## src/design/mcu_bus_pkg.sv

```systemverilog
// system bus package
// widths, manager count and target codes shared by the OBI fabric
package mcu_bus_pkg;

  localparam int ADDR_W = 32;
  localparam int DATA_W = 32;
  localparam int BE_W = 4;

  // core is manager 0, dma is manager 1
  localparam int NUM_MGR = 2;

  // answer for a read that hits no target
  localparam logic [DATA_W-1:0] ERR_RDATA = 32'hBADCAB1E;

  // bus targets behind the decoder
  localparam logic [1:0] TGT_MEM = 2'd0;
  localparam logic [1:0] TGT_PERIPH = 2'd1;
  localparam logic [1:0] TGT_ERR = 2'd2;

endpackage

```

## src/design/mcu_map_pkg.sv

```systemverilog
// address map package
// regions, register indices, RAM bank geometry and the two address views
package mcu_map_pkg;

  localparam int NUM_BANKS = 4;
  localparam int BANK_WORDS = 2048;
  localparam int NUM_GPIO = 32;
  localparam int REG_IDX_W = 6;

  localparam logic [3:0] RAM_REGION = 4'h0;
  localparam logic [3:0] PERIPH_REGION = 4'h2;

  // peripheral ids, address bits 11:8
  localparam logic [3:0] PERIPH_GPIO = 4'd0;
  localparam logic [3:0] PERIPH_TIMER = 4'd1;

  localparam logic [REG_IDX_W-1:0] GPIO_OUT = 6'd0;
  localparam logic [REG_IDX_W-1:0] GPIO_OE = 6'd1;
  localparam logic [REG_IDX_W-1:0] GPIO_IN = 6'd2;
  localparam logic [REG_IDX_W-1:0] GPIO_INTR_EN = 6'd3;
  localparam logic [REG_IDX_W-1:0] GPIO_INTR_STATUS = 6'd4;

  localparam logic [REG_IDX_W-1:0] TIMER_MTIME = 6'd0;
  localparam logic [REG_IDX_W-1:0] TIMER_CMP = 6'd1;
  localparam logic [REG_IDX_W-1:0] TIMER_CTRL = 6'd2;

  localparam int NUM_GPIO_INTR = 8;
  localparam int IRQ_TIMER_BIT = 7;
  localparam int IRQ_FAST_BASE = 16;

  // one address word, read either as a RAM or as a peripheral address
  typedef union packed {
    struct packed {
      logic [3:0]                      region;
      logic [12:0]                     unused;
      logic [$clog2(NUM_BANKS)-1:0]    bank;
      logic [$clog2(BANK_WORDS)-1:0]   word;
      logic [1:0]                      offset;
    } ram;
    struct packed {
      logic [3:0]           region;
      logic [15:0]          unused;
      logic [3:0]           periph_id;
      logic [REG_IDX_W-1:0] reg_idx;
      logic [1:0]           offset;
    } periph;
  } mcu_addr_u;

endpackage

```

## src/design/obi_bus_if.sv

```systemverilog
// OBI request/grant bus
// response comes one cycle after the grant, never back-pressured
`timescale 1ns/1ps

interface obi_bus_if
  import mcu_bus_pkg::*;
();

  logic              req;
  logic              gnt;
  logic [ADDR_W-1:0] addr;
  logic              we;
  logic [BE_W-1:0]   be;
  logic [DATA_W-1:0] wdata;
  logic              rvalid;
  logic [DATA_W-1:0] rdata;

  modport manager(output req, addr, we, be, wdata, input gnt, rvalid, rdata);

  modport subordinate(input req, addr, we, be, wdata, output gnt, rvalid, rdata);

endinterface

```

## src/design/system_bus.sv

```systemverilog
// system bus
// round-robin arbitration of core and dma, address decode to RAM, peripherals or error
`timescale 1ns/1ps

module system_bus
  import mcu_bus_pkg::*, mcu_map_pkg::*;
(
  input logic            clk_i,
  input logic            rst_n_i,
  obi_bus_if.subordinate core_bus,
  obi_bus_if.subordinate dma_bus,
  obi_bus_if.manager     mem_bus,
  obi_bus_if.manager     periph_bus
);

  obi_bus_if err_bus ();

  logic [NUM_MGR-1:0] mgr_req;
  logic [NUM_MGR-1:0] mgr_gnt;
  logic [NUM_MGR-1:0] mgr_rvalid;
  logic               win_idx;
  logic               last_q;
  mcu_addr_u          win_addr;
  logic [1:0]         tgt;
  logic               tgt_gnt;
  logic               rsp_mgr_q;
  logic [1:0]         rsp_tgt_q;
  logic               rsp_valid;
  logic [DATA_W-1:0]  rsp_data;
  logic               err_rvalid_q;

  assign mgr_req = {dma_bus.req, core_bus.req};

  // on a tie the manager not granted last wins
  assign win_idx = (&mgr_req) ? ~last_q : mgr_req[1];
  assign win_addr = win_idx ? dma_bus.addr : core_bus.addr;

  always_comb begin
    tgt = TGT_ERR;
    if (win_addr.ram.region == RAM_REGION && win_addr.ram.unused == '0) begin
      tgt = TGT_MEM;
    end else if (win_addr.periph.region == PERIPH_REGION) begin
      tgt = TGT_PERIPH;
    end
  end

  assign mem_bus.req = (|mgr_req) && tgt == TGT_MEM;
  assign periph_bus.req = (|mgr_req) && tgt == TGT_PERIPH;
  assign err_bus.req = (|mgr_req) && tgt == TGT_ERR;

  assign mem_bus.addr = win_addr;
  assign mem_bus.we = win_idx ? dma_bus.we : core_bus.we;
  assign mem_bus.be = win_idx ? dma_bus.be : core_bus.be;
  assign mem_bus.wdata = win_idx ? dma_bus.wdata : core_bus.wdata;
  assign periph_bus.addr = win_addr;
  assign periph_bus.we = mem_bus.we;
  assign periph_bus.be = mem_bus.be;
  assign periph_bus.wdata = mem_bus.wdata;

  // unmapped accesses are accepted and answered with a marker word
  assign err_bus.gnt = err_bus.req;
  assign err_bus.rvalid = err_rvalid_q;
  assign err_bus.rdata = ERR_RDATA;

  assign tgt_gnt = (mem_bus.req && mem_bus.gnt) || (periph_bus.req && periph_bus.gnt) ||
                   (err_bus.req && err_bus.gnt);

  always_ff @(posedge clk_i) begin
    if (!rst_n_i) begin
      last_q       <= 1'b0;
      rsp_mgr_q    <= 1'b0;
      rsp_tgt_q    <= TGT_ERR;
      err_rvalid_q <= 1'b0;
    end else begin
      err_rvalid_q <= err_bus.req && err_bus.gnt;
      if (tgt_gnt) begin
        last_q    <= win_idx;
        rsp_mgr_q <= win_idx;
        rsp_tgt_q <= tgt;
      end
    end
  end

  // route the response back to the manager granted last cycle
  always_comb begin
    case (rsp_tgt_q)
      TGT_MEM: begin
        rsp_valid = mem_bus.rvalid;
        rsp_data  = mem_bus.rdata;
      end
      TGT_PERIPH: begin
        rsp_valid = periph_bus.rvalid;
        rsp_data  = periph_bus.rdata;
      end
      default: begin
        rsp_valid = err_bus.rvalid;
        rsp_data  = err_bus.rdata;
      end
    endcase
  end

  for (genvar i = 0; i < NUM_MGR; i++) begin : g_mgr
    assign mgr_gnt[i] = tgt_gnt && win_idx == i;
    assign mgr_rvalid[i] = rsp_valid && rsp_mgr_q == i;

    assert property (@(posedge clk_i) disable iff (!rst_n_i) mgr_gnt[i] |-> mgr_req[i]);
    assert property (@(posedge clk_i) disable iff (!rst_n_i) mgr_gnt[i] |=> mgr_rvalid[i]);
  end

  assign core_bus.gnt = mgr_gnt[0];
  assign dma_bus.gnt = mgr_gnt[1];
  assign core_bus.rvalid = mgr_rvalid[0];
  assign dma_bus.rvalid = mgr_rvalid[1];
  assign core_bus.rdata = rsp_data;
  assign dma_bus.rdata = rsp_data;

endmodule

```

## src/flat_wrapper.sv

```systemverilog
// flat-port wrapper written by rule: the top's interface ports become plain ports
module system_bus_flat import mcu_bus_pkg::*, mcu_map_pkg::*;
  (clk_i, rst_n_i, core_bus_req, core_bus_addr, core_bus_we, core_bus_be, core_bus_wdata, core_bus_gnt, core_bus_rvalid, core_bus_rdata, dma_bus_req, dma_bus_addr, dma_bus_we, dma_bus_be, dma_bus_wdata, dma_bus_gnt, dma_bus_rvalid, dma_bus_rdata, mem_bus_req, mem_bus_addr, mem_bus_we, mem_bus_be, mem_bus_wdata, mem_bus_gnt, mem_bus_rvalid, mem_bus_rdata, periph_bus_req, periph_bus_addr, periph_bus_we, periph_bus_be, periph_bus_wdata, periph_bus_gnt, periph_bus_rvalid, periph_bus_rdata);
  obi_bus_if core_bus_i ();
  obi_bus_if dma_bus_i ();
  obi_bus_if mem_bus_i ();
  obi_bus_if periph_bus_i ();
  input logic clk_i;
  input logic rst_n_i;
  input wire logic [$bits(core_bus_i.req)-1:0] core_bus_req;
  input wire logic [$bits(core_bus_i.addr)-1:0] core_bus_addr;
  input wire logic [$bits(core_bus_i.we)-1:0] core_bus_we;
  input wire logic [$bits(core_bus_i.be)-1:0] core_bus_be;
  input wire logic [$bits(core_bus_i.wdata)-1:0] core_bus_wdata;
  output wire logic [$bits(core_bus_i.gnt)-1:0] core_bus_gnt;
  output wire logic [$bits(core_bus_i.rvalid)-1:0] core_bus_rvalid;
  output wire logic [$bits(core_bus_i.rdata)-1:0] core_bus_rdata;
  input wire logic [$bits(dma_bus_i.req)-1:0] dma_bus_req;
  input wire logic [$bits(dma_bus_i.addr)-1:0] dma_bus_addr;
  input wire logic [$bits(dma_bus_i.we)-1:0] dma_bus_we;
  input wire logic [$bits(dma_bus_i.be)-1:0] dma_bus_be;
  input wire logic [$bits(dma_bus_i.wdata)-1:0] dma_bus_wdata;
  output wire logic [$bits(dma_bus_i.gnt)-1:0] dma_bus_gnt;
  output wire logic [$bits(dma_bus_i.rvalid)-1:0] dma_bus_rvalid;
  output wire logic [$bits(dma_bus_i.rdata)-1:0] dma_bus_rdata;
  output wire logic [$bits(mem_bus_i.req)-1:0] mem_bus_req;
  output wire logic [$bits(mem_bus_i.addr)-1:0] mem_bus_addr;
  output wire logic [$bits(mem_bus_i.we)-1:0] mem_bus_we;
  output wire logic [$bits(mem_bus_i.be)-1:0] mem_bus_be;
  output wire logic [$bits(mem_bus_i.wdata)-1:0] mem_bus_wdata;
  input wire logic [$bits(mem_bus_i.gnt)-1:0] mem_bus_gnt;
  input wire logic [$bits(mem_bus_i.rvalid)-1:0] mem_bus_rvalid;
  input wire logic [$bits(mem_bus_i.rdata)-1:0] mem_bus_rdata;
  output wire logic [$bits(periph_bus_i.req)-1:0] periph_bus_req;
  output wire logic [$bits(periph_bus_i.addr)-1:0] periph_bus_addr;
  output wire logic [$bits(periph_bus_i.we)-1:0] periph_bus_we;
  output wire logic [$bits(periph_bus_i.be)-1:0] periph_bus_be;
  output wire logic [$bits(periph_bus_i.wdata)-1:0] periph_bus_wdata;
  input wire logic [$bits(periph_bus_i.gnt)-1:0] periph_bus_gnt;
  input wire logic [$bits(periph_bus_i.rvalid)-1:0] periph_bus_rvalid;
  input wire logic [$bits(periph_bus_i.rdata)-1:0] periph_bus_rdata;
  assign core_bus_i.req = core_bus_req;
  assign core_bus_i.addr = core_bus_addr;
  assign core_bus_i.we = core_bus_we;
  assign core_bus_i.be = core_bus_be;
  assign core_bus_i.wdata = core_bus_wdata;
  assign core_bus_gnt = core_bus_i.gnt;
  assign core_bus_rvalid = core_bus_i.rvalid;
  assign core_bus_rdata = core_bus_i.rdata;
  assign dma_bus_i.req = dma_bus_req;
  assign dma_bus_i.addr = dma_bus_addr;
  assign dma_bus_i.we = dma_bus_we;
  assign dma_bus_i.be = dma_bus_be;
  assign dma_bus_i.wdata = dma_bus_wdata;
  assign dma_bus_gnt = dma_bus_i.gnt;
  assign dma_bus_rvalid = dma_bus_i.rvalid;
  assign dma_bus_rdata = dma_bus_i.rdata;
  assign mem_bus_req = mem_bus_i.req;
  assign mem_bus_addr = mem_bus_i.addr;
  assign mem_bus_we = mem_bus_i.we;
  assign mem_bus_be = mem_bus_i.be;
  assign mem_bus_wdata = mem_bus_i.wdata;
  assign mem_bus_i.gnt = mem_bus_gnt;
  assign mem_bus_i.rvalid = mem_bus_rvalid;
  assign mem_bus_i.rdata = mem_bus_rdata;
  assign periph_bus_req = periph_bus_i.req;
  assign periph_bus_addr = periph_bus_i.addr;
  assign periph_bus_we = periph_bus_i.we;
  assign periph_bus_be = periph_bus_i.be;
  assign periph_bus_wdata = periph_bus_i.wdata;
  assign periph_bus_i.gnt = periph_bus_gnt;
  assign periph_bus_i.rvalid = periph_bus_rvalid;
  assign periph_bus_i.rdata = periph_bus_rdata;
  system_bus u_core (.clk_i(clk_i), .rst_n_i(rst_n_i), .core_bus(core_bus_i), .dma_bus(dma_bus_i), .mem_bus(mem_bus_i), .periph_bus(periph_bus_i));
endmodule
```

## config.mk

```make
export PLATFORM = sky130hd
export DESIGN_NAME = system_bus_flat
export DESIGN_NICKNAME = d
export VERILOG_FILES = /design/src/design/mcu_bus_pkg.sv /design/src/design/mcu_map_pkg.sv /design/src/design/obi_bus_if.sv /design/src/design/system_bus.sv /design/src/flat_wrapper.sv
export SDC_FILE = /design/constraint.sdc
export NUM_CORES = 1
export LEC_CHECK = 0
export BUFFER_PORTS_ARGS = -buffer_cell sky130_fd_sc_hd__buf_4
export CAP_MARGIN = 0
export CORE_AREA = 2 2 162 164
export CTS_BUF_LIST = sky130_fd_sc_hd__clkbuf_16
export DETAILED_ROUTE_END_ITERATION = 16
export DIE_AREA = 0 0 164 166
export PLACE_DENSITY_LB_ADDON = 0.2
export RECOVER_POWER = 100
export SETUP_SLACK_MARGIN = 0.02
export SYNTH_ARGS = -nofsm -noshare
export SYNTH_HDL_FRONTEND = slang
export SYNTH_SLANG_ARGS = --single-unit
export TNS_END_PERCENT = 10
```

## constraint.sdc

```tcl
create_clock -name clk_i -period 1.75 [get_ports clk_i]
set_input_delay 0 -clock clk_i [delete_from_list [all_inputs] [get_ports clk_i]]
set_output_delay 0 -clock clk_i [all_outputs]
set_load 0.01 [all_outputs]
```

==> results of run 1 <==
per-layer routing:
| layer | GRT usage (%) | part of all wire (%) | up-vias |
|---|---|---|---|
| li1 | - | - | 1940 |
| met1 | 9.748 | 34 | 1703 |
| met2 | 21.52 | 54 | 248 |
| met3 | 2.248 | 10 | 6 |
| met4 | 1.754 | 1.3 | 0 |
| met5 | 0 | 0 | - |
cells in the mapped netlist (all sizes together):
cell	number	area [sq um]
nand2	209	784.5
buf	110	805.8
nor2	23	86.33
nor2b	21	131.4
a211o	19	166.4
clkbuf	17	63.81
mux2i	15	150.1
nor4	6	56.31
a21oi	4	20.02
dfxtp	4	80.08
nand4	2	12.51
nor3	2	15.01
o22ai	2	12.51
or3	2	12.51
a21bo	1	10.01
a21boi	1	7.510
a21o	1	7.510
and2	1	6.260
and3	1	11.26
inv	1	3.750
mux2	1	15.01
nand2b	1	6.260
nor3b	1	18.77
o221ai	1	8.760
o22a	1	10.01
o31ai	1	7.510
area by class of cell:
type | instances | share of cell area [%]
inverter | 1 | 0.07052
clock buffer | 3 | 1.410
timing repair buffer | 432 | 59.00
multi-input combinational | 316 | 30.07
tap | 335 | 7.875
sequential | 4 | 1.575
logic make-up (layout without fill, tap and decap cells):
logic type	count (synthesis)	count (layout)
multiplexers	16	16
flip-flops	4	4
AND/OR/NAND/NOR	269	269
AO/OA/AOI/OAI	31	31
buffers and inverters	128	436
stage by stage:
step	instance area (sq um)	setup slack (ns)	hold slack, ns
final	5323	0.07028	0.03732
after global routing	5323	-0.02668	0.05916
after CTS	5416	0.03577	0.04380
after detailed placement	5320	0.06139	0.2708
after global placement	5320	0.1156	0.2765
after floorplan	2510	0.2367	0.1217
path summary, 6_finish.rpt:
| path | start | to | slack, ns | depth (start not counted) |
|---|---|---|---|---|
| max | u_core.last_q | dma_bus_gnt | 0.07 | 6 |
| max reg2reg | u_core.last_q | u_core.rsp_tgt_q[1] | 0.14 | 6 |
| min reg2reg | u_core.rsp_tgt_q[0] | u_core.rsp_tgt_q[0] | 0.61 | 2 |
| min | rst_n_i | u_core.err_bus.rvalid | 0.04 | 2 |
power groups by stage:
| stage | registers, uW | clock network, uW | logic, uW |
|---|---|---|---|
| after floorplan | 99.9 | 0 | 687 |
| after global placement | 102 | 0 | 1480 |
| after detailed placement | 102 | 0 | 1470 |
| after CTS | 101 | 359 | 1480 |
| after global routing | 102 | 368 | 1580 |
| final | 101 | 351 | 1460 |
worst register-to-register path: stages (launching register included):
cell	delay (ns)
dfxtp_4	0.35
a21bo_4	0.24
mux2_4	0.32
nor3b_4	0.24
buf_4	0.15
nor2_1	0.03
a21o_1	0.16
state kept, by name (all words and copies together), names as in the netlist:
signal,flops
u_core.rsp_tgt_q,2
u_core.err_bus.rvalid,1
u_core.last_q,1
repair_timing:
action / CTS / global route
endpoints found under the setup margin: 2 / 2
setup buffers: 1 / 5
gates resized for setup: 3 / 6
pin swaps: 2 / 7
==> results.md, run 1 <==
* Total grt overflow at 0
* Main combinational cell family by area after synthesis: simple AND/OR/NAND/NOR gates
* Die Span Y at 166 um
* Nets at 968
* Antenna diodes at 0
* Slowest CP cell: dfxtp_4
* Initial Util at 9.798%
* Final setup fails at 0
* Clock skew at 0.001038 ns
* Antenna Nets Post-Route at 0
* Element type at the critical path end: primary output
* Worst Setup Path Type: flop to primary output
* Pleak at 0.002863 uW
* Clock-pin slew on the worst setup and hold paths at 0.03 ns
* # port buffers at 417
* Mux contribution to synthesized area at 6.580%
* Worst Path Buf+Inv at 1
* Detailed-route vias per instance at 3.572
* H-tree depth at 1
* Endpoints failing hold at 0
* Hold-fix buffers at CTS at 0
* Max-slew violation count at 0
* Pin count of the biggest net entering global routing at 54
* Vias in the first global route at 3758
* Period utilization at 95.98%
* Post-Synth XOR/XNOR Area at 0%
* Library cells used by synthesis at 31
* Hpwl dp at 13720 um
* First-pass GRT wire length at 21270 um
* Net Sw Frac at 37.71%
* Final Critical Period at 1.680 ns
* Synth Area in Adders at 0%
* First drt pass iteration count at 4
* Total chip power at 1909 uW
* Share of cells above drive strength 1 at 54.23%
* Area of the multi-input gates at 0.001600 sq mm
* Reg power frac at 5.3%
* Slew HR at 72.61%
* Longest Clk Path Bufs at 2
* Run status: finished, final reports clean
* Cell Rows at 59
* Worst vdd ir at 174.6 uV
* Root Driver: clkbuf_16
* Critical Path RT at 1.75 ns
* CTS tree: done
* Logic pwr share at 76.3%
* Crit path max-delay family: simple AND/OR/NAND/NOR gates
* Simple logic cell fraction of the synthesized area at 45.46%
* HP Class: input port to flop
* Core ar. at 0.02562 sq mm
* # Max-Cap Violations at 0
* Final TNS setup at 0 ns
* Max frequency at 595.3 MHz
* Compound-Gate Fraction of Synth Area at 9.970%
* Clock Sink Count at 4
* Overall die width at 164 um
* Routed WL at 15600 um
* Crit-path max cell delay at 0.35 ns
* DR DRC count at 0
* Total track usage at 10.17%
* WL/cell at 14.30 um
* Syn Nets at 658
* Placed cell count at 1082
* Synthesis warning total at 0
* Final Util at 20.78%
* Cells after Synth at 448
* Area grow syn2layout at 112.1%
* Initial antenna violation count at 0
* CP max FO at 6
* Pwr dens at 358.7 mW/mm^2
* CTS buffer count at 3
* Commonest non-fill, non-tap cell in the layout: buf_4
* IO Pins at 418
* Flops & latches, synth at 4
* Internal power at 1189 uW
* Reg area at 83.83 sq um
* WP data arrival at 1.68 ns
* Clock latency on the worst-skew pair at 0.22 ns
* Vias post-DR at 3897
* # fillers at 2955
* Post-synthesis sequential area ratio at 3.190%
* NetSw at 720.0 uW
* Post-Layout Cell Count at 1091
* GP Congestion at 0.7858
* DRT iter0 DRCs at 138
* Synth Cell Area at 0.002510 sq mm
* Critical Path Source Type: flop
* Critical-path cell list: a21bo_4, mux2_4, nor3b_4, nor3_4, nor2_1, buf_4
* Actual slew at the worst max-slew pin at 0.4071 ns
* Clk network pwr share at 18.4%
* RSZ-0062 raised after global routing: yes
* DIE AREA at 0.02722 sq mm
* Most frequent cells in the layout: 387 x buf_4, 209 x nand2_1, 40 x clkbuf_1
* Avg Inst Size Synth at 5.602 sq um
(Power assumes the default switching activity.)
==> run 2, diff against run 1 <==
--- a/config.mk
+++ b/config.mk
@@ -7,14 +7,13 @@
 export LEC_CHECK = 0
 export BUFFER_PORTS_ARGS = -buffer_cell sky130_fd_sc_hd__buf_4
 export CAP_MARGIN = 0
-export CORE_AREA = 2 2 162 164
+export CORE_AREA = 2 2 161 163
 export CTS_BUF_LIST = sky130_fd_sc_hd__clkbuf_16
 export DETAILED_ROUTE_END_ITERATION = 16
-export DIE_AREA = 0 0 164 166
+export DIE_AREA = 0 0 163 165
 export PLACE_DENSITY_LB_ADDON = 0.2
 export RECOVER_POWER = 100
 export SETUP_SLACK_MARGIN = 0.02
 export SYNTH_ARGS = -nofsm -noshare
 export SYNTH_HDL_FRONTEND = slang
 export SYNTH_SLANG_ARGS = --single-unit
-export TNS_END_PERCENT = 10
==> constraint.sdc (replaced) <==
create_clock -name clk_i -period 1.4 [get_ports clk_i]
set_input_delay 0 -clock clk_i [delete_from_list [all_inputs] [get_ports clk_i]]
set_output_delay 0 -clock clk_i [all_outputs]
set_load 0.01 [all_outputs]
==> results.md, run 2 (synthesis gave the netlist of run 1 again) <==
* Run status: complete, but fails checks
* Failing checks: negative setup slack
* Pin count of the biggest net entering global routing at 29 (-46%)
* R2r startpoint: u_core.last_q
* Final Critical Period at 1.781 ns
* H-tree depth at 1 (unchanged)
* GP Congestion at 0.7791 (-0.85%)
* Overall die width at 163 um (-0.61%)
* Finished Cell Area at 0.006895 sq mm (+30%)
* Detailed-route vias per instance at 3.685 (+3.2%)
* Clock-pin slew on the worst setup and hold paths at 0.03 ns (about the same)
* Vias in the first global route at 4042 (+7.6%)
* Cell Rows at 58 (-1.7%)
* CTS buffer count at 3 (unchanged)
* CP max FO at 7 (+1)
* Total grt overflow at 0 (unchanged)
* Most frequent cells in the layout: 380 x buf_4, 93 x nand2_2, 91 x nand2_1
* Largest Register: u_core.rsp_tgt_q
* Total track usage at 11.75% (+1.6 points)
* Endpoints failing hold at 0 (unchanged)
* Hold-fix buffers at CTS at 0 (unchanged)
* Worst reg2reg path depth at 7 (+1)
* Critical Path RT at 1.40 ns (-0.35 ns)
* Max reg flops at 2 (unchanged)
* FF-to-FF End: u_core.last_q
* Placed instance area at 0.005483 sq mm (+3.1%)
* DR DRC count at 0 (unchanged)
* Crit. Startpoint: u_core.last_q
* CTS tree: done
* HP Class: input port to flop
* Vias post-DR at 4183 (+7.3%)
* Slowest CP cell: dfxtp_4
* Crit-path max cell delay at 0.35 ns (about the same)
* WP depth at 7 (+1)
* Total chip power at 3034 uW (+59%)
* DRT iter0 DRCs at 86 (-38%)
* Share of cells above drive strength 1 at 77.52% (+23 points)
* Commonest non-fill, non-tap cell in the layout: buf_4
* # fillers at 2782 (-5.9%)
* Antenna diodes at 0 (unchanged)
* Final setup fails at 125 (+125)
* Pleak at 0.003562 uW (+24%)
* IO Pins at 418 (unchanged)
* Slew HR at 70.18% (-2.4 points)
* Root Driver: clkbuf_16
* Hpwl dp at 13740 um (+0.16%)
* Longest Clk Path Bufs at 2 (unchanged)
* CP endpoint: dma_bus_gnt
* First-pass GRT wire length at 23740 um (+12%)
* DIE AREA at 0.02690 sq mm (-1.2%)
* Pwr dens at 440.0 mW/mm^2 (+23%)
* Final TNS setup at -31.23 ns (-31.23 ns)
* Core ar. at 0.02504 sq mm (-2.3%)
* Initial antenna violation count at 0 (unchanged)
* Element type at the critical path end: primary output
* WP data arrival at 1.78 ns (+0.10 ns)
* # Max-Cap Violations at 0 (unchanged)
* WL/cell at 15.92 um (+11%)
* Initial Util at 10.02% (+0.23 points)
* Period utilization at 127.2%
* Reg2reg setup slack at -0.28 ns (-0.42 ns)
* Critical Path Source Type: flop
* # port buffers at 417 (unchanged)
* Worst Path Buf+Inv at 2 (+1)
* Clock latency on the worst-skew pair at 0.22 ns (about the same)
* Max-slew violation count at 0 (unchanged)
* Die Span Y at 165 um (-0.60%)
* Clock skew at 0.002193 ns (+0.001154 ns)
* Max frequency at 561.6 MHz
* Routed WL at 18070 um (+16%)
* Reg area at 87.58 sq um (+4.5%)
* Actual slew at the worst max-slew pin at 0.4432 ns (+0.03612 ns)
* First drt pass iteration count at 4 (unchanged)
* Area of the multi-input gates at 0.002066 sq mm (+29%)
* Place WS at -0.3370 ns (-0.3984 ns)
* Clock Sink Count at 4 (unchanged)
* Critical-path cell list: a21bo_4, mux2_4, nor3b_4, nor3_2, buf_4, nor2_4, buf_6
* Antenna Nets Post-Route at 0 (unchanged)
* Worst setup slack after layout at -0.3806 ns (-0.4509 ns)
* Nets at 1017 (+5.1%)
* Worst vdd ir at 267.7 uV (+53%)
* Area grow syn2layout at 174.7%
* Worst Setup Path Type: flop to primary output
* RSZ-0062 raised after global routing: yes
* Final Util at 27.54% (+6.8 points)
* Crit path max-delay family: simple AND/OR/NAND/NOR gates
## run 2: cell type report
type                    count  share of cell area [%]
multi-input cells         316                   29.96
flip-flops and latches      4                   1.270
clock buffers               3                   1.089
well taps                 330                   5.988
inverters                   1                 0.05444
repair buffers            481                   61.64
## run 2: through the flow
step	std cells	hold WS, ns
6_report	1135	0.02920
5_1_grt	1135	0.04624
4_1_cts	1124	0.03935
3_5_place_dp	1100	0.2673
3_3_place_gp	1100	0.2684
2_1_floorplan	448	0.1217
## run 2: power by group
part,switching (uW),internal (uW)
combinational,1070,1400
sequential,7.38,119
clock,77.2,365
total,1150,1880
## run 2: layer usage
metal  GRT usage, %  vias to the layer above  part of all wire (%)
met5              0                        -                     0
met4          2.615                        0                   1.4
met3          2.285                        8                   7.5
met2          23.71                      224                    56
met1          12.42                     1913                    35
li1               -                     2038                     -
## run 2: repair_timing
action / 4_1_cts / 5_1_grt
pin swaps: 21 / 22
gates resized for setup: 165 / 96
cloned: 9 / 4
setup endpoints to repair: 143 / 176
setup buffers: 12 / 9
## run 2: worst min-delay path by stage
stage,start,cells after the start,end,slack (ns)
floorplan,rst_n_i,1,u_core.err_bus.rvalid,0.12
global placement,rst_n_i,2,u_core.err_bus.rvalid,0.27
detailed placement,rst_n_i,2,u_core.err_bus.rvalid,0.27
CTS,rst_n_i,2,u_core.err_bus.rvalid,0.04
global route,rst_n_i,2,u_core.err_bus.rvalid,0.05
finish,rst_n_i,2,u_core.err_bus.rvalid,0.03
==> run 3, diff against run 2 <==
==> constraint.sdc (replaced) <==
create_clock -name clk_i -period 1.4 [get_ports clk_i]
set_input_delay 0.28 -clock clk_i [delete_from_list [all_inputs] [get_ports clk_i]]
set_output_delay 0.28 -clock clk_i [all_outputs]
set_load 0.01 [all_outputs]
==> results.md, run 3 (synthesis gave the netlist of run 1 again) <==
* Run status: complete, but fails checks
* Failing checks: negative setup slack
* CP max FO at 3 (-4)
* Top Layer Used: met4
* Clock Sink Count at 4 (unchanged)
* Vias in the first global route at 4452 (+10%)
* Most frequent CP cell: buf_4
* Final TNS setup at -64.23 ns (-33.00 ns)
* Detailed-route vias per instance at 3.701 (+0.41%)
* Initial Util at 10.02% (unchanged)
* Vias post-DR at 4263 (+1.9%)
* Hold-fix buffers at CTS at 0 (unchanged)
* WL/cell at 15.55 um (-2.3%)
* Die Span Y at 165 um (unchanged)
* Placed instance area at 0.006289 sq mm (+15%)
* DR DRC count at 0 (unchanged)
* Hpwl dp at 13550 um (-1.4%)
* Endpoints failing hold at 0 (unchanged)
* Routed WL at 17910 um (-0.87%)
* Clock latency on the worst-skew pair at 0.22 ns (about the same)
* Total track usage at 11.87% (+0.13 points)
* Critical Path RT at 1.12 ns (-0.28 ns)
* Longest Clk Path Bufs at 2 (unchanged)
* Hold Startpoint: rst_n_i
* Final setup fails at 211 (+69%)
* Critical Path Source Type: input port
* Clock skew at 0.001055 ns (-0.001138 ns)
* Finished Cell Area at 0.008566 sq mm (+24%)
* Actual slew at the worst max-slew pin at 0.3538 ns (-0.08939 ns)
* Worst vdd ir at 294.3 uV (+9.9%)
* First-pass GRT wire length at 24930 um (+5.0%)
* Root Driver: clkbuf_16
* Antenna diodes at 0 (unchanged)
* HP Class: input port to flop
* Max frequency at 468.3 MHz (-17%)
* CTS buffer count at 3 (unchanged)
* Pin count of the biggest net entering global routing at 33 (+14%)
* Slowest CP cell: mux2_4
* Nets at 1034 (+1.7%)
* DIE AREA at 0.02690 sq mm (unchanged)
* Largest Register: u_core.rsp_tgt_q
* Period utilization at 152.5% (+25 points)
* Most frequent cells in the layout: 268 x buf_4, 192 x buf_6, 147 x nand2_4
* First drt pass iteration count at 4 (unchanged)
* Slew HR at 76.41% (+6.2 points)
* Crit. Startpoint: core_bus_addr[19]
* RSZ-0062 raised after global routing: yes
* # Max-Cap Violations at 0 (unchanged)
* Routed wl met3 at 1203 um (-12%)
* Place WS at -0.8559 ns (-0.5189 ns)
* Pleak at 0.004369 uW (+23%)
* Pwr dens at 414.3 mW/mm^2 (-5.8%)
* Worst setup slack after layout at -0.7353 ns (-0.3547 ns)
* Cell Rows at 58 (unchanged)
* M1 wire length at 6636 um (+5.2%)
* Routed length on met2 at 9873 um (-2.6%)
* Core ar. at 0.02504 sq mm (unchanged)
* Overall die width at 163 um (unchanged)
* Max reg flops at 2 (unchanged)
* H-tree depth at 1 (unchanged)
* Clock-pin slew on the worst setup and hold paths at 0.03 ns (about the same)
* Antenna Nets Post-Route at 0 (unchanged)
* Initial antenna violation count at 0 (unchanged)
* Worst Setup Path Type: input port to primary output
* GP Congestion at 0.7750 (-0.53%)
* WP data arrival at 1.86 ns (+0.08 ns)
* CTS tree: done
* DRT iter0 DRCs at 107 (+24%)
* IO Pins at 418 (unchanged)
* Element type at the critical path end: primary output
* Crit-path max cell delay at 0.32 ns (-0.03 ns)
* # port buffers at 417 (unchanged)
* Area grow syn2layout at 241.3%
* Final Critical Period at 2.135 ns (+0.3547 ns)
* Critical-path cell list: buf_8, nor4_4, buf_4, nand4_1, mux2_4, nor3b_4, nor3_4, nor2_2, buf_4
* Commonest non-fill, non-tap cell in the layout: buf_4
* Share of cells above drive strength 1 at 91.36% (+14 points)
* R2r startpoint: u_core.last_q
* Max-slew violation count at 0 (unchanged)
* Total grt overflow at 0 (unchanged)
## run 3: what timing repair did
action / CTS / global route
resized for setup: 325 / 128
buffers inserted: 29 / 7
pin swaps: 128 / 44
cloned: 13 / 2
endpoints found under the setup margin: 212 / 212
## run 3: worst paths after layout
kind	endpoint	slack, ns	depth (start not counted)
hold reg to reg	u_core.last_q	0.64	3
setup reg to reg	u_core.rsp_tgt_q[1]	-0.28	6
setup / recovery	core_bus_gnt	-0.74	9
hold / removal	u_core.err_bus.rvalid	0.33	2
## run 3: power by group
group          switching (uW)  internal [uW]
Sequential               6.42            118
Combinational            1280           1700
Clock                    80.1            365
Total                    1370           2180
## run 3: through the flow
stage	cells	hold WS [ns]	utilization (%)	total power [uW]
final	1152	0.3269	34.21	3549
after global routing	1152	0.3432	34.21	3755
after CTS	1157	0.3238	32.70	3462
after detailed placement	1116	0.5520	25.12	2290
after global placement	1116	0.5638	25.12	2294
after floorplan	448	0.4017	-	1416
## run 3: cell type report
class,count,area (sq um)
inverters,1,3.754
well taps,330,412.9
multi-input cells,316,3039
clock buffers,3,75.07
flip-flops and latches,4,87.58
fillers,2587,16470
repair buffers,498,4947
## run 3: routing by layer
layer | GRT usage [%] | vias up
li1 | - | 2082
met1 | 14.24 | 1966
met2 | 22.80 | 203
met3 | 1.381 | 12
met4 | 2.051 | 0
met5 | 0 | -
## run 3: worst max-delay path, delay by kind of cell
kind	cells	cell delay, ns
buffers and inverters	3	0.38
multiplexers	1	0.32
AND/OR/NAND/NOR	5	0.87
