File: src/design/mcu_bus_pkg.sv
// system bus package
// widths, manager count and target codes shared by the OBI fabric
package mcu_bus_pkg;

  localparam int ADDR_W = 32;
  localparam int DATA_W = 32;
  localparam int BE_W = 4;

  // core is manager 0, dma is manager 1
  localparam int NUM_MGR = 2;

  // answer for a read that hits no target
  localparam logic [DATA_W-1:0] ERR_RDATA = 32'hBADCAB1E;

  // bus targets behind the decoder
  localparam logic [1:0] TGT_MEM = 2'd0;
  localparam logic [1:0] TGT_PERIPH = 2'd1;
  localparam logic [1:0] TGT_ERR = 2'd2;

endpackage

File: src/design/mcu_map_pkg.sv
// address map package
// regions, register indices, RAM bank geometry and the two address views
package mcu_map_pkg;

  localparam int NUM_BANKS = 4;
  localparam int BANK_WORDS = 2048;
  localparam int NUM_GPIO = 32;
  localparam int REG_IDX_W = 6;

  localparam logic [3:0] RAM_REGION = 4'h0;
  localparam logic [3:0] PERIPH_REGION = 4'h2;

  // peripheral ids, address bits 11:8
  localparam logic [3:0] PERIPH_GPIO = 4'd0;
  localparam logic [3:0] PERIPH_TIMER = 4'd1;

  localparam logic [REG_IDX_W-1:0] GPIO_OUT = 6'd0;
  localparam logic [REG_IDX_W-1:0] GPIO_OE = 6'd1;
  localparam logic [REG_IDX_W-1:0] GPIO_IN = 6'd2;
  localparam logic [REG_IDX_W-1:0] GPIO_INTR_EN = 6'd3;
  localparam logic [REG_IDX_W-1:0] GPIO_INTR_STATUS = 6'd4;

  localparam logic [REG_IDX_W-1:0] TIMER_MTIME = 6'd0;
  localparam logic [REG_IDX_W-1:0] TIMER_CMP = 6'd1;
  localparam logic [REG_IDX_W-1:0] TIMER_CTRL = 6'd2;

  localparam int NUM_GPIO_INTR = 8;
  localparam int IRQ_TIMER_BIT = 7;
  localparam int IRQ_FAST_BASE = 16;

  // one address word, read either as a RAM or as a peripheral address
  typedef union packed {
    struct packed {
      logic [3:0]                      region;
      logic [12:0]                     unused;
      logic [$clog2(NUM_BANKS)-1:0]    bank;
      logic [$clog2(BANK_WORDS)-1:0]   word;
      logic [1:0]                      offset;
    } ram;
    struct packed {
      logic [3:0]           region;
      logic [15:0]          unused;
      logic [3:0]           periph_id;
      logic [REG_IDX_W-1:0] reg_idx;
      logic [1:0]           offset;
    } periph;
  } mcu_addr_u;

endpackage

File: src/design/obi_bus_if.sv
// OBI request/grant bus
// response comes one cycle after the grant, never back-pressured
`timescale 1ns/1ps

interface obi_bus_if
  import mcu_bus_pkg::*;
();

  logic              req;
  logic              gnt;
  logic [ADDR_W-1:0] addr;
  logic              we;
  logic [BE_W-1:0]   be;
  logic [DATA_W-1:0] wdata;
  logic              rvalid;
  logic [DATA_W-1:0] rdata;

  modport manager(output req, addr, we, be, wdata, input gnt, rvalid, rdata);

  modport subordinate(input req, addr, we, be, wdata, output gnt, rvalid, rdata);

endinterface

File: src/design/reg_bus_if.sv
// register access bus from the peripheral decoder to one peripheral
`timescale 1ns/1ps

interface reg_bus_if
  import mcu_bus_pkg::*, mcu_map_pkg::*;
();

  logic                 valid;
  logic                 we;
  logic [REG_IDX_W-1:0] idx;
  logic [DATA_W-1:0]    wdata;
  logic [DATA_W-1:0]    rdata;

  modport host(output valid, we, idx, wdata, input rdata);

  modport peripheral(input valid, we, idx, wdata, output rdata);

endinterface

File: src/design/gpio_ctrl.sv
// GPIO controller
// output and enable registers, synchronized inputs, rising-edge interrupts
`timescale 1ns/1ps

module gpio_ctrl
  import mcu_bus_pkg::*, mcu_map_pkg::*;
(
  input  logic                     clk_i,
  input  logic                     rst_n_i,
  reg_bus_if.peripheral            regs,
  input  logic [NUM_GPIO-1:0]      gpio_i,
  output logic [NUM_GPIO-1:0]      gpio_o,
  output logic [NUM_GPIO-1:0]      gpio_oe_o,
  output logic [NUM_GPIO_INTR-1:0] intr_o
);

  logic [NUM_GPIO-1:0]      out_q;
  logic [NUM_GPIO-1:0]      oe_q;
  logic [NUM_GPIO-1:0]      in_meta_q;
  logic [NUM_GPIO-1:0]      in_sync_q;
  logic [NUM_GPIO_INTR-1:0] intr_pins;
  logic [NUM_GPIO_INTR-1:0] prev_q;
  logic [NUM_GPIO_INTR-1:0] en_q;
  logic [NUM_GPIO_INTR-1:0] status_q;
  logic [NUM_GPIO_INTR-1:0] rise;
  logic [NUM_GPIO_INTR-1:0] clr;
  logic                     wr;

  assign wr = regs.valid && regs.we;
  assign intr_pins = in_sync_q[NUM_GPIO_INTR-1:0];
  assign rise = intr_pins & ~prev_q;
  // write one to clear
  assign clr = (wr && regs.idx == GPIO_INTR_STATUS) ? regs.wdata[NUM_GPIO_INTR-1:0] : '0;

  always_ff @(posedge clk_i) begin
    if (!rst_n_i) begin
      out_q     <= '0;
      oe_q      <= '0;
      in_meta_q <= '0;
      in_sync_q <= '0;
      prev_q    <= '0;
      en_q      <= '0;
      status_q  <= '0;
    end else begin
      in_meta_q <= gpio_i;
      in_sync_q <= in_meta_q;
      prev_q    <= intr_pins;
      // a new edge wins over a clear in the same cycle
      status_q  <= (status_q & ~clr) | rise;
      if (wr && regs.idx == GPIO_OUT) out_q <= regs.wdata;
      if (wr && regs.idx == GPIO_OE) oe_q <= regs.wdata;
      if (wr && regs.idx == GPIO_INTR_EN) en_q <= regs.wdata[NUM_GPIO_INTR-1:0];
    end
  end

  always_comb begin
    case (regs.idx)
      GPIO_OUT:         regs.rdata = out_q;
      GPIO_OE:          regs.rdata = oe_q;
      GPIO_IN:          regs.rdata = in_sync_q;
      GPIO_INTR_EN:     regs.rdata = DATA_W'(en_q);
      GPIO_INTR_STATUS: regs.rdata = DATA_W'(status_q);
      default:          regs.rdata = '0;
    endcase
  end

  assign gpio_o = out_q;
  assign gpio_oe_o = oe_q;
  assign intr_o = status_q & en_q;

  // status only rises after a 0 to 1 step of the synchronized pin
  assert property (@(posedge clk_i) disable iff (!rst_n_i)
    (status_q & ~$past(status_q) & ~($past(intr_pins) & ~$past(intr_pins, 2))) == '0);

endmodule

File: src/design/machine_timer.sv
// machine timer
// free-running 32-bit time counter with a compare interrupt
`timescale 1ns/1ps

module machine_timer
  import mcu_bus_pkg::*, mcu_map_pkg::*;
(
  input  logic          clk_i,
  input  logic          rst_n_i,
  reg_bus_if.peripheral regs,
  output logic          intr_o
);

  logic [DATA_W-1:0] mtime_q;
  logic [DATA_W-1:0] cmp_q;
  logic              en_q;
  logic              intr_q;
  logic              wr;

  assign wr = regs.valid && regs.we;

  always_ff @(posedge clk_i) begin
    if (!rst_n_i) begin
      mtime_q <= '0;
      cmp_q   <= '0;
      en_q    <= 1'b0;
      intr_q  <= 1'b0;
    end else begin
      // a software write to mtime overrides the count
      if (wr && regs.idx == TIMER_MTIME) begin
        mtime_q <= regs.wdata;
      end else if (en_q) begin
        mtime_q <= mtime_q + 1'b1;
      end
      if (wr && regs.idx == TIMER_CMP) cmp_q <= regs.wdata;
      if (wr && regs.idx == TIMER_CTRL) en_q <= regs.wdata[0];
      intr_q <= en_q && (mtime_q >= cmp_q);
    end
  end

  always_comb begin
    case (regs.idx)
      TIMER_MTIME: regs.rdata = mtime_q;
      TIMER_CMP:   regs.rdata = cmp_q;
      TIMER_CTRL:  regs.rdata = DATA_W'(en_q);
      default:     regs.rdata = '0;
    endcase
  end

  assign intr_o = intr_q;

endmodule

File: src/design/peripheral_subsystem.sv
// peripheral subsystem
// register decode for GPIO and timer, interrupt vector assembly
`timescale 1ns/1ps

module peripheral_subsystem
  import mcu_bus_pkg::*, mcu_map_pkg::*;
(
  input  logic                clk_i,
  input  logic                rst_n_i,
  obi_bus_if.subordinate      bus,
  input  logic [NUM_GPIO-1:0] gpio_i,
  output logic [NUM_GPIO-1:0] gpio_o,
  output logic [NUM_GPIO-1:0] gpio_oe_o,
  output logic [31:0]         irq_o
);

  reg_bus_if gpio_regs ();
  reg_bus_if timer_regs ();

  mcu_addr_u               addr;
  logic                    access;
  logic [DATA_W-1:0]       rdata_sel;
  logic                    rvalid_q;
  logic [DATA_W-1:0]       rdata_q;
  logic [NUM_GPIO_INTR-1:0] gpio_intr;
  logic                    timer_intr;

  assign addr = bus.addr;
  assign bus.gnt = bus.req;
  assign access = bus.req && bus.gnt;

  assign gpio_regs.valid = access && addr.periph.periph_id == PERIPH_GPIO;
  assign gpio_regs.we = bus.we;
  assign gpio_regs.idx = addr.periph.reg_idx;
  assign gpio_regs.wdata = bus.wdata;

  assign timer_regs.valid = access && addr.periph.periph_id == PERIPH_TIMER;
  assign timer_regs.we = bus.we;
  assign timer_regs.idx = addr.periph.reg_idx;
  assign timer_regs.wdata = bus.wdata;

  always_comb begin
    case (addr.periph.periph_id)
      PERIPH_GPIO:  rdata_sel = gpio_regs.rdata;
      PERIPH_TIMER: rdata_sel = timer_regs.rdata;
      default:      rdata_sel = '0;
    endcase
  end

  always_ff @(posedge clk_i) begin
    if (access) begin
      rdata_q <= rdata_sel;
    end
  end

  always_ff @(posedge clk_i) begin
    if (!rst_n_i) begin
      rvalid_q <= 1'b0;
    end else begin
      rvalid_q <= access;
    end
  end

  assign bus.rvalid = rvalid_q;
  assign bus.rdata = rdata_q;

  gpio_ctrl u_gpio (
    .clk_i,
    .rst_n_i,
    .regs     (gpio_regs.peripheral),
    .gpio_i,
    .gpio_o,
    .gpio_oe_o,
    .intr_o   (gpio_intr)
  );

  machine_timer u_timer (
    .clk_i,
    .rst_n_i,
    .regs   (timer_regs.peripheral),
    .intr_o (timer_intr)
  );

  // timer on the machine timer line, gpio on the fast lines
  always_comb begin
    irq_o = '0;
    irq_o[IRQ_TIMER_BIT] = timer_intr;
    irq_o[IRQ_FAST_BASE+:NUM_GPIO_INTR] = gpio_intr;
  end

endmodule

File: src/flat_wrapper.sv
// flat-port wrapper written by rule: the top's interface ports become plain ports
module peripheral_subsystem_flat import mcu_bus_pkg::*, mcu_map_pkg::*;
  (clk_i, rst_n_i, gpio_i, gpio_o, gpio_oe_o, irq_o, bus_req, bus_addr, bus_we, bus_be, bus_wdata, bus_gnt, bus_rvalid, bus_rdata);
  obi_bus_if bus_i ();
  input  logic clk_i;
  input  logic rst_n_i;
  input  logic [NUM_GPIO-1:0] gpio_i;
  output logic [NUM_GPIO-1:0] gpio_o;
  output logic [NUM_GPIO-1:0] gpio_oe_o;
  output logic [31:0] irq_o;
  input wire logic [$bits(bus_i.req)-1:0] bus_req;
  input wire logic [$bits(bus_i.addr)-1:0] bus_addr;
  input wire logic [$bits(bus_i.we)-1:0] bus_we;
  input wire logic [$bits(bus_i.be)-1:0] bus_be;
  input wire logic [$bits(bus_i.wdata)-1:0] bus_wdata;
  output wire logic [$bits(bus_i.gnt)-1:0] bus_gnt;
  output wire logic [$bits(bus_i.rvalid)-1:0] bus_rvalid;
  output wire logic [$bits(bus_i.rdata)-1:0] bus_rdata;
  assign bus_i.req = bus_req;
  assign bus_i.addr = bus_addr;
  assign bus_i.we = bus_we;
  assign bus_i.be = bus_be;
  assign bus_i.wdata = bus_wdata;
  assign bus_gnt = bus_i.gnt;
  assign bus_rvalid = bus_i.rvalid;
  assign bus_rdata = bus_i.rdata;
  peripheral_subsystem u_core (.clk_i(clk_i), .rst_n_i(rst_n_i), .bus(bus_i), .gpio_i(gpio_i), .gpio_o(gpio_o), .gpio_oe_o(gpio_oe_o), .irq_o(irq_o));
endmodule
File: config.mk
export PLATFORM = sky130hd
export DESIGN_NAME = peripheral_subsystem_flat
export DESIGN_NICKNAME = d
export VERILOG_FILES = /design/src/design/mcu_bus_pkg.sv /design/src/design/mcu_map_pkg.sv /design/src/design/obi_bus_if.sv /design/src/design/reg_bus_if.sv /design/src/design/gpio_ctrl.sv /design/src/design/machine_timer.sv /design/src/design/peripheral_subsystem.sv /design/src/flat_wrapper.sv
export SDC_FILE = /design/constraint.sdc
export NUM_CORES = 1
export LEC_CHECK = 0
export BUFFER_PORTS_ARGS = -buffer_cell sky130_fd_sc_hd__buf_2
export CAP_MARGIN = 15
export CORE_AREA = 2 2 136 204
export DETAILED_ROUTE_END_ITERATION = 16
export DIE_AREA = 0 0 138 206
export GPL_ROUTABILITY_DRIVEN = 0
export GPL_TIMING_DRIVEN = 1
export PLACE_DENSITY = 0.74
export SLEW_MARGIN = 20
export SYNTH_ARGS = -nofsm -noshare
export SYNTH_HDL_FRONTEND = slang
export SYNTH_HIERARCHICAL = 1
export SYNTH_SLANG_ARGS = --single-unit
File: constraint.sdc
create_clock -name clk_i -period 2.2 [get_ports clk_i]
set_clock_uncertainty 0.05 [all_clocks]
set_input_delay 0.44 -clock clk_i [delete_from_list [all_inputs] [get_ports clk_i]]
set_output_delay 0.44 -clock clk_i [all_outputs]
set_load 0.02 [all_outputs]
==> reports/qor.yml, run 1 <==
setup_path:
  end_kind: "register"
  worstPathRequired_ns: 2.61
  timing.rr.start: "u_core/u_timer/mtime_q[0]"
  crit_start: "u_core/u_timer/mtime_q[0]"
  start_kind: "register"
  crit_arrival_ns: 2.54
  path_class: "reg2reg"
  critPathMaxFanout: 4
yosys:
  synthDistinctLibCells: 57
  synth_edf_count: 32
  ys_ff_latch: 251
  ys_warn_count: 6
  syn-cell-area_sq_um: 11880
  synth_ff_type: "dfxtp_1"
  syn-instance-count: 1294
  synth.avg_cell_area_sq_um: 9.178
  synth-async-reset-ratio: 0
  yosysSeqAreaShare: 0.4501
clock_network:
  clock_sinks: 251
  clockBufferDepth: 3
  cts_root_buf: "clkbuf_16"
  h-tree-depth: 1
  cts.clk_slew.worst_paths_ns: 0.07
  cts_buffers: 24
  tritoncts: "yes"
  clock_latency_ns: 0.54
power:
  p_leak_uw: 0.005821
  power_density_nw_per_um2: 676.2
  ir_worst_vdd_mv: 0.5249
drt:
  drt.antenna.violating_nets: 0
  num_vias: 9952
  totalWireLength_um: 33710
  drt_first_pass_iters: 5
  drcViolationCount: 0
  vias_per_cell: 5.377
  wire_per_inst_um: 18.21
  drt-initial-drc-count: 733
sta:
  min_period_ns: 2.130
  finalHoldViolations: 0
  slew_violations: 0
  hold_slack_ns: 0.06533
  slew-limit-headroom: 0.5859
  fin_tns_setup_ns: 0
  setup_viol: 0
  tightest_slew_ns: 0.6198
  fin_crit_sh: 0.9684
  fmax_mhz: 469.4
grt:
  grt_pass1_wl_um: 52060
  grt-ovfl-total: 0
  grt_max_degree: 78
  antenna_found_initial: 6
  grtUsageTotal: 0.2275
  grt_pass1_vias: 9767
cells_and_area:
  nets: 1624
  postLayoutCoreUtil: 0.5306
  fillers: 2494
  drive_above_1_share: 0.2081
  area_growth_pct: 19.95
floorplan:
  io_pins: 234
  die-height_um: 206
  row_count: 74
  die_area_sq_um: 28430
  die_w_um: 138
  core_area_sq_um: 26850
  initial_core_util: 0.4423
run:
  maxCapViolCount: 0
placement:
  dp_hpwl_um: 24530
  port_buffers: 184
worst_hold_path:
  worstHoldStart: "gpio_i[29]"
  hp-class: "in2reg"
outcome:
  status: "finished clean"
[synthesized netlist by cell type, types with 11 or more instances]
| master | n | area (sq um) |
|---|---|---|
| nand2_1 | 228 | 855.8 |
| dfxtp_1 | 219 | 4384 |
| mux2i_1 | 150 | 1501 |
| a21oi_1 | 85 | 425.4 |
| and2_1 | 83 | 519.3 |
| nor2_1 | 62 | 232.7 |
| clkbuf_1 | 51 | 191.4 |
| inv_1 | 46 | 172.7 |
| ha_1 | 33 | 412.9 |
| edfxtp_1 | 32 | 960.9 |
| a22o_1 | 30 | 262.8 |
| buf_4 | 28 | 210.2 |
| o21ai_0 | 25 | 125.1 |
| or2_1 | 24 | 150.1 |
| nand3_1 | 17 | 85.08 |
| xnor2_1 | 17 | 148.9 |
| a2bb2oi_1 | 16 | 140.1 |
| a211oi_1 | 15 | 112.6 |
| buf_2 | 15 | 75.07 |
| nand4_1 | 11 | 68.82 |
| nor4_1 | 11 | 68.82 |
[where the power goes]
| part | switching [uW] | internal (uW) |
|---|---|---|
| sequential | 36.3 | 4730 |
| clock | 1780 | 2480 |
| combinational | 389 | 216 |
[registers in the layout, summed over array words and instances (netlist names)]
signal	count
u_core/bus.rvalid	1
u_core/u_gpio/in_meta_q	32
u_core/u_timer/en_q	1
u_core/u_timer/mtime_q	32
u_core/bus.rdata	32
u_core/u_gpio/in_sync_q	32
u_core/u_timer/intr_o	1
u_core/u_gpio/prev_q	8
u_core/u_gpio/gpio_o	32
u_core/u_gpio/en_q	8
u_core/u_timer/cmp_q	32
u_core/u_gpio/status_q	8
u_core/u_gpio/gpio_oe_o	32
[layout make-up]
| type | count | area, sq um | share of cell area |
|---|---|---|---|
| antenna | 5 | 12.51 | 0.0008783 |
| clock buffer | 33 | 705.7 | 0.04953 |
| clock inverter | 10 | 106.4 | 0.007465 |
| inverter | 47 | 176.4 | 0.01238 |
| multi-input combinational | 912 | 5883 | 0.4130 |
| sequential | 251 | 5345 | 0.3752 |
| tap | 342 | 427.9 | 0.03004 |
| timing repair buffer | 251 | 1589 | 0.1115 |
[worst max-delay path, cell delays in order, from the launching register on]
cell and delay (ns):
dfxtp_1 0.38, ha_1 0.29, nand2_1 0.11, or4_4 0.56, or4_1 0.51, a31oi_1 0.17
[worst paths after layout]
kind                            endpoint  slack, ns  depth (start not counted)
max           u_core/u_timer/mtime_q[30]       0.07                          5
min          u_core/u_gpio/in_meta_q[29]       0.07                          2
max reg2reg   u_core/u_timer/mtime_q[30]       0.07                          5
min reg2reg  u_core/u_gpio/in_sync_q[15]       0.38                          1
[per-stage QoR]
step,setup slack (ns),power (uW),cells,cell area [sq um]
after global routing,-0.01523,9936,1848,14240
after floorplan,0.002133,5229,1316,11990
after CTS,0.02879,9699,1846,14220
after global placement,-0.07608,5458,1803,13400
after detailed placement,-0.09875,5469,1803,13400
final,0.06963,9633,1851,14250
[per-layer routing]
metal | track usage | part of all wire | up-vias
met5 | 0 | 0.00021 | -
met4 | 0.1181 | 0.052 | 2
met3 | 0.04958 | 0.074 | 102
met2 | 0.3914 | 0.48 | 391
met1 | 0.2670 | 0.39 | 4698
li1 | - | - | 4759
[cells in the final DEF (no fill, tap or decap), types with 11 or more instances in the layout]
master and instances:
a211oi_1 15, a21oi_1 85, a22o_1 30, a2bb2oi_1 16, and2_1 83, buf_12 13
buf_2 183, buf_4 55, clkbuf_16 25, conb_1 23, dfxtp_1 219, edfxtp_1 32
ha_1 33, inv_1 46, mux2i_1 150, nand2_1 227, nand3_1 16, nand4_1 11
nor2_1 62, o21ai_0 25, or2_1 24, xnor2_1 17
[kinds of logic (layout without fill, tap and decap cells)]
logic type / count (synthesis) / after routing / synth area share
simple gates: 481 / 481 / 0.1986
other cells: 1 / 28 / 0.0003158
fa+ha+maj: 33 / 33 / 0.03477
xor+xnor: 25 / 25 / 0.01844
mux: 150 / 150 / 0.1264
flops: 251 / 251 / 0.4501
compound gates: 200 / 200 / 0.1060
buf+inv: 153 / 341 / 0.06542
[what timing repair did]
action | 4_1_cts | 5_1_grt
resized for setup | 0 | 3
endpoints found under the hold margin | 0 | 0
setup buffers | 0 | 0
hold buffers | 0 | 0
endpoints found under the setup margin | 0 | 2
(Power assumes the default switching activity.)
==> run 2: changes to the inputs <==
--- a/config.mk
+++ b/config.mk
@@ -13,6 +13,7 @@
 export GPL_ROUTABILITY_DRIVEN = 0
 export GPL_TIMING_DRIVEN = 1
 export PLACE_DENSITY = 0.74
+export RECOVER_POWER = 25
 export SLEW_MARGIN = 20
 export SYNTH_ARGS = -nofsm -noshare
 export SYNTH_HDL_FRONTEND = slang
==> reports/qor.yml, run 2 (synthesized netlist as in run 1, its figures left out) <==
floorplan:
  die-height_um: 206  # unchanged
  core_area_sq_um: 26850  # unchanged
  initial_core_util: 0.4423  # unchanged
  die_area_sq_um: 28430  # unchanged
  io_pins: 234  # unchanged
  die_w_um: 138  # unchanged
  row_count: 74  # unchanged
sta:
  setup_ws_ns: 0.07471  # +0.005088 ns
  tightest_slew_ns: 1.320  # +0.7003 ns
  fin_tns_setup_ns: 0  # unchanged
  fin_crit_sh: 0.9660  # -0.002313
  finalHoldViolations: 0  # unchanged
  slew-limit-headroom: 0.1199  # -0.4660
  slew_violations: 0  # unchanged
  setup_viol: 0  # unchanged
  fmax_mhz: 470.5  # +0.24%
  min_period_ns: 2.125  # -0.005088 ns
drt:
  drt_first_pass_iters: 5  # unchanged
  wl_met1_um: 13070  # -0.95%
  drt-initial-drc-count: 752  # +2.6%
  wire_per_inst_um: 18.22  # about the same
  met3_length_um: 2626  # +5.7%
  vias_per_cell: 5.375  # about the same
  totalWireLength_um: 33730  # about the same
  num_vias: 9949  # -0.030%
  top_layer: "met5"
  drcViolationCount: 0  # unchanged
  wl_met2_um: 16240  # -0.25%
  drt.antenna.violating_nets: 0  # unchanged
placement:
  dp_hpwl_um: 24530  # unchanged
  place_ws_ns: -0.09875  # unchanged
  port_buffers: 184  # unchanged
  place_area_sq_um: 13400  # unchanged
clock_network:
  clock_latency_ns: 0.53  # about the same
  clock_sinks: 251  # unchanged
  clockBufferDepth: 3  # unchanged
  h-tree-depth: 1  # unchanged
  cts.clk_slew.worst_paths_ns: 0.07  # about the same
  cts_setup_buffers: 0  # unchanged
  cts_root_buf: "clkbuf_16"
  tritoncts: "yes"
  cts_buffers: 24  # unchanged
grt:
  grtUsageTotal: 0.2275  # unchanged
  grt_max_degree: 78  # unchanged
  antenna_found_initial: 6  # unchanged
  grt_pass1_vias: 9767  # unchanged
  grt_pass1_wl_um: 52060  # unchanged
  grt-ovfl-total: 0  # unchanged
cells_and_area:
  seqCellArea_sq_um: 5345  # unchanged
  final_cell_mix: "nand2_1 (227), dfxtp_1 (219), buf_2 (182)"
  fillers: 2500  # +0.24%
  postLayoutCoreUtil: 0.5290  # -0.001584
  area_growth_pct: 19.60
  multiInputGateArea_sq_um: 5883  # unchanged
  drive_above_1_share: 0.2061  # -0.001995
  layout_commonest_cell: "nand2_1"
  design_area_sq_um: 14200  # -0.30%
  nets: 1624  # unchanged
run:
  maxCapViolCount: 0  # unchanged
worst_hold_path:
  worstHoldStart: "gpio_i[29]"
  whs_endpoint: "u_core/u_gpio/in_meta_q[29]"
  min_path_cells: 2  # unchanged
  hp-class: "in2reg"
setup_path:
  path_class: "reg2reg"
  worstPathRequired_ns: 2.60  # about the same
  end_kind: "register"
  reg2reg_depth: 5  # unchanged
  reg2reg_slack_ns: 0.07  # about the same
  critPathMaxFanout: 4  # unchanged
  timing.rr.start: "u_core/u_timer/mtime_q[0]"
  start_kind: "register"
  rr_endpoint: "u_core/u_timer/mtime_q[30]"
  crit_arrival_ns: 2.53  # about the same
outcome:
  status: "finished clean"
power:
  ir_worst_vdd_mv: 0.5232  # -0.32%
  p_leak_uw: 0.005779  # -0.72%
  power_density_nw_per_um2: 677.0  # +0.13%
  total_power_uw: 9616  # -0.17%
==> run 2: cell count changes in the layout (fill, tap and decap cells not counted), sizes merged <==
cell	previous run	this run
clkbuf	33	37
buf	251	246
dlymetal6s2s	0	1
==> run 2: worst max-delay path by stage <==
stage / to / slack [ns] / start / depth (start not counted)
2_1_floorplan: u_core/u_gpio/gpio_oe_o[1] / 0.002 / bus_addr[8] / 7
3_3_place_gp: u_core/bus.rdata[3] / -0.08 / bus_addr[7] / 7
3_5_place_dp: u_core/bus.rdata[4] / -0.1 / bus_addr[7] / 7
4_1_cts: u_core/u_timer/mtime_q[29] / 0.03 / u_core/u_timer/mtime_q[6] / 6
5_1_grt: u_core/u_timer/mtime_q[31] / -0.02 / u_core/u_timer/mtime_q[13] / 6
6_report: u_core/u_timer/mtime_q[30] / 0.07 / u_core/u_timer/mtime_q[0] / 5
==> run 2: final cells by class <==
class	instances	area share
Antenna cell	5	0.0008809
Clock buffer	33	0.04968
Inverter	47	0.01242
Tap cell	342	0.03013
Sequential cell	251	0.3763
Multi-Input combinational cell	912	0.4142
Clock inverter	10	0.007488
Timing Repair Buffer	251	0.1089
==> run 2: layer usage <==
layer | track usage | vias to the layer above
met1 | 0.2670 | 4681
met2 | 0.3914 | 396
met5 | 0 | -
met3 | 0.04958 | 108
met4 | 0.1181 | 2
li1 | - | 4762
==> run 2: repair_timing <==
item	CTS	global route
gates resized for setup	0	3
hold buffers	0	0
endpoints found under the setup margin	0	2
hold endpoints to repair	0	0
==> run 2: power by group <==
part | switching [uW] | leakage (uW) | total, uW | internal, uW
Sequential | 36.7 | 0.00211 | 4770 | 4730
Clock | 1780 | 0.000405 | 4260 | 2480
Combinational | 387 | 0.00326 | 593 | 206
Total | 2200 | 0.00578 | 9620 | 7420
==> run 2: worst max-delay path: stages (launching register included) <==
cell     delay [ns]
dfxtp_1        0.38
ha_1           0.29
nand2_1        0.11
or4_4          0.56
or4_1          0.51
a31oi_1        0.17
==> run 2: through the flow <==
| stage | hold WS (ns) | instances |
|---|---|---|
| after floorplan | 0.3619 | 1316 |
| after global placement | 0.3655 | 1803 |
| after detailed placement | 0.3696 | 1803 |
| after CTS | 0.04753 | 1846 |
| after global routing | 0.05623 | 1848 |
| final | 0.06606 | 1851 |
==> run 3: changes to the inputs <==
--- a/config.mk
+++ b/config.mk
@@ -12,8 +12,9 @@
 export DIE_AREA = 0 0 138 206
 export GPL_ROUTABILITY_DRIVEN = 0
 export GPL_TIMING_DRIVEN = 1
-export PLACE_DENSITY = 0.74
+export PLACE_DENSITY = 0.72
 export RECOVER_POWER = 25
+export SETUP_SLACK_MARGIN = 0.2
 export SLEW_MARGIN = 20
 export SYNTH_ARGS = -nofsm -noshare
 export SYNTH_HDL_FRONTEND = slang
==> constraint.sdc (replaced) <==
create_clock -name clk_i -period 2.6 [get_ports clk_i]
set_clock_uncertainty 0.05 [all_clocks]
set_input_delay 0.52 -clock clk_i [delete_from_list [all_inputs] [get_ports clk_i]]
set_output_delay 0.52 -clock clk_i [all_outputs]
set_load 0.02 [all_outputs]
==> reports/qor.yml, run 3 (synthesized netlist as in run 1, its figures left out) <==
outcome:
  status: "finished clean"
clock_network:
  cts_root_buf: "clkbuf_16"
  cts.clk_slew.worst_paths_ns: 0.06  # about the same
  clock_latency_ns: 0.53  # about the same
  cts_setup_buffers: 0  # unchanged
  cts_buffers: 24  # unchanged
  clock_sinks: 251  # unchanged
  ctsHoldBuffers: 0  # unchanged
  clockBufferDepth: 3  # unchanged
  tritoncts: "yes"
  h-tree-depth: 1  # unchanged
  ctsResizeCount: 0  # unchanged
sta:
  rsz0062_at_grt: "false"
  fin_crit_sh: 0.9077
  finalHoldViolations: 0  # unchanged
  fmax_mhz: 423.7
  slew_violations: 0  # unchanged
  min_period_ns: 2.360
  slew-limit-headroom: 0.2723  # +0.1524
  tightest_slew_ns: 1.092  # -0.2286 ns
  fin_tns_setup_ns: 0  # unchanged
  setup_ws_ns: 0.2400  # +0.1653 ns
  setup_viol: 0  # unchanged
worst_hold_path:
  hp-class: "in2reg"
drt:
  wire_per_inst_um: 18.17  # -0.29%
  drcViolationCount: 0  # unchanged
  drt-initial-drc-count: 710  # -5.6%
  num_vias: 9662  # -2.9%
  vias_per_cell: 5.286  # -1.7%
  totalWireLength_um: 33220  # -1.5%
  drt.antenna.violating_nets: 0  # unchanged
  drt_first_pass_iters: 5  # unchanged
setup_path:
  timing.rr.start: "u_core/u_timer/mtime_q[1]"
  reg2reg_depth: 5  # unchanged
  crit_start: "bus_req"
  end_kind: "output pin"
  cp_slowest_cell: "clkbuf_1"
  start_kind: "input port"
  crit_arrival_ns: 1.79  # -0.74 ns
  worstPathRequired_ns: 2.03  # -0.57 ns
  rr_endpoint: "u_core/u_timer/mtime_q[30]"
  crit_path_end: "bus_gnt"
  path_class: "in2out"
  crit_buf_inv: 3  # +3
  reg2reg_slack_ns: 0.35  # +0.28 ns
  path_cells: "clkbuf_1 > buf_4 > buf_2"
  slowest_delay_ns: 0.53  # -0.03 ns
  critPathMaxFanout: 27  # +23
  cp_num_cells: 3  # -2
  crit_family: "buffers and inverters"
floorplan:
  row_count: 74  # unchanged
  io_pins: 234  # unchanged
  initial_core_util: 0.4423  # unchanged
  die_w_um: 138  # unchanged
  die_area_sq_um: 28430  # unchanged
  core_area_sq_um: 26850  # unchanged
  die-height_um: 206  # unchanged
placement:
  port_buffers: 184  # unchanged
  place_area_sq_um: 13110  # -2.2%
  dp.cells: 1775  # -1.6%
  place_ws_ns: 0.2289  # +0.3277 ns
  dp_hpwl_um: 23850  # -2.8%
grt:
  grtUsageTotal: 0.2244  # -0.003133
  grt-ovfl-total: 0  # unchanged
  grt_max_degree: 113  # +45%
  grt_pass1_vias: 9331  # -4.5%
  grt_pass1_wl_um: 50760  # -2.5%
  antenna_found_initial: 10  # +4
run:
  maxCapViolCount: 0  # unchanged
power:
  ir_worst_vdd_mv: 0.5608  # +7.2%
  p_leak_uw: 0.005643  # -2.4%
  p_comb_frac: 0.059  # -0.003
  p_sw_frac: 0.2276  # -0.001182
  power_frac_clock: 0.446  # +0.003
  p_sw_uw: 1855  # -16%
  p_seq_frac: 0.495  # about the same
  p_int_uw: 6297  # -15%
  power_density_nw_per_um2: 583.9  # -14%
cells_and_area:
  instances_no_fill: 1828  # -1.2%
  design_area_sq_um: 13960  # -1.7%
  postLayoutCoreUtil: 0.5199  # -0.009087
  drive_above_1_share: 0.1909  # -0.01519
  nets: 1596  # -1.7%
  final_cell_mix: "nand2_1 (228), dfxtp_1 (219), buf_2 (182)"
  layout_commonest_cell: "nand2_1"
  area_growth_pct: 17.54
  fillers: 2526  # +1.0%
==> run 3: routing by layer <==
metal	part of all wire	vias to the layer above	global-route usage
met5	0.00033	-	0
met4	0.048	2	0.1115
met3	0.063	85	0.04564
met2	0.48	313	0.3837
met1	0.41	4551	0.2694
li1	-	4711	-
==> run 3: worst min path at each step <==
stage          cells after the start                     endpoint                         from  slack, ns
2_1_floorplan                      1   u_core/u_gpio/in_sync_q[0]   u_core/u_gpio/in_meta_q[0]       0.36
3_3_place_gp                       1   u_core/u_gpio/in_sync_q[3]   u_core/u_gpio/in_meta_q[3]       0.37
3_5_place_dp                       1  u_core/u_gpio/in_sync_q[24]  u_core/u_gpio/in_meta_q[24]       0.37
4_1_cts                            2   u_core/u_gpio/in_meta_q[1]                    gpio_i[1]       0.13
5_1_grt                            2   u_core/u_gpio/in_meta_q[1]                    gpio_i[1]       0.13
6_report                           2   u_core/u_gpio/in_meta_q[3]                    gpio_i[3]       0.14
==> run 3: area by class of cell <==
cell class | instances | area, sq um | share of cell area
multi-input cells | 912 | 5848 | 0.4189
flip-flops and latches | 251 | 5345 | 0.3829
repair buffers | 223 | 1297 | 0.09295
clock buffers | 36 | 800.8 | 0.05736
well taps | 342 | 427.9 | 0.03065
inverters | 47 | 176.4 | 0.01264
clock inverters | 8 | 41.29 | 0.002958
diodes | 9 | 22.52 | 0.001613
==> run 3: per-stage QoR <==
stage | hold WS, ns | total power, uW
global route | 0.1283 | 8438
global placement | 0.3681 | 4595
finish | 0.1439 | 8152
CTS | 0.1261 | 8222
floorplan | 0.3619 | 4423
detailed placement | 0.3677 | 4601
==> run 3: power groups by stage <==
stage / clock network (uW) / logic (uW) / registers, uW
floorplan: 0 / 289 / 4130
global placement: 0 / 477 / 4120
detailed placement: 0 / 483 / 4120
CTS: 3710 / 484 / 4030
global route: 3880 / 517 / 4040
finish: 3640 / 482 / 4030
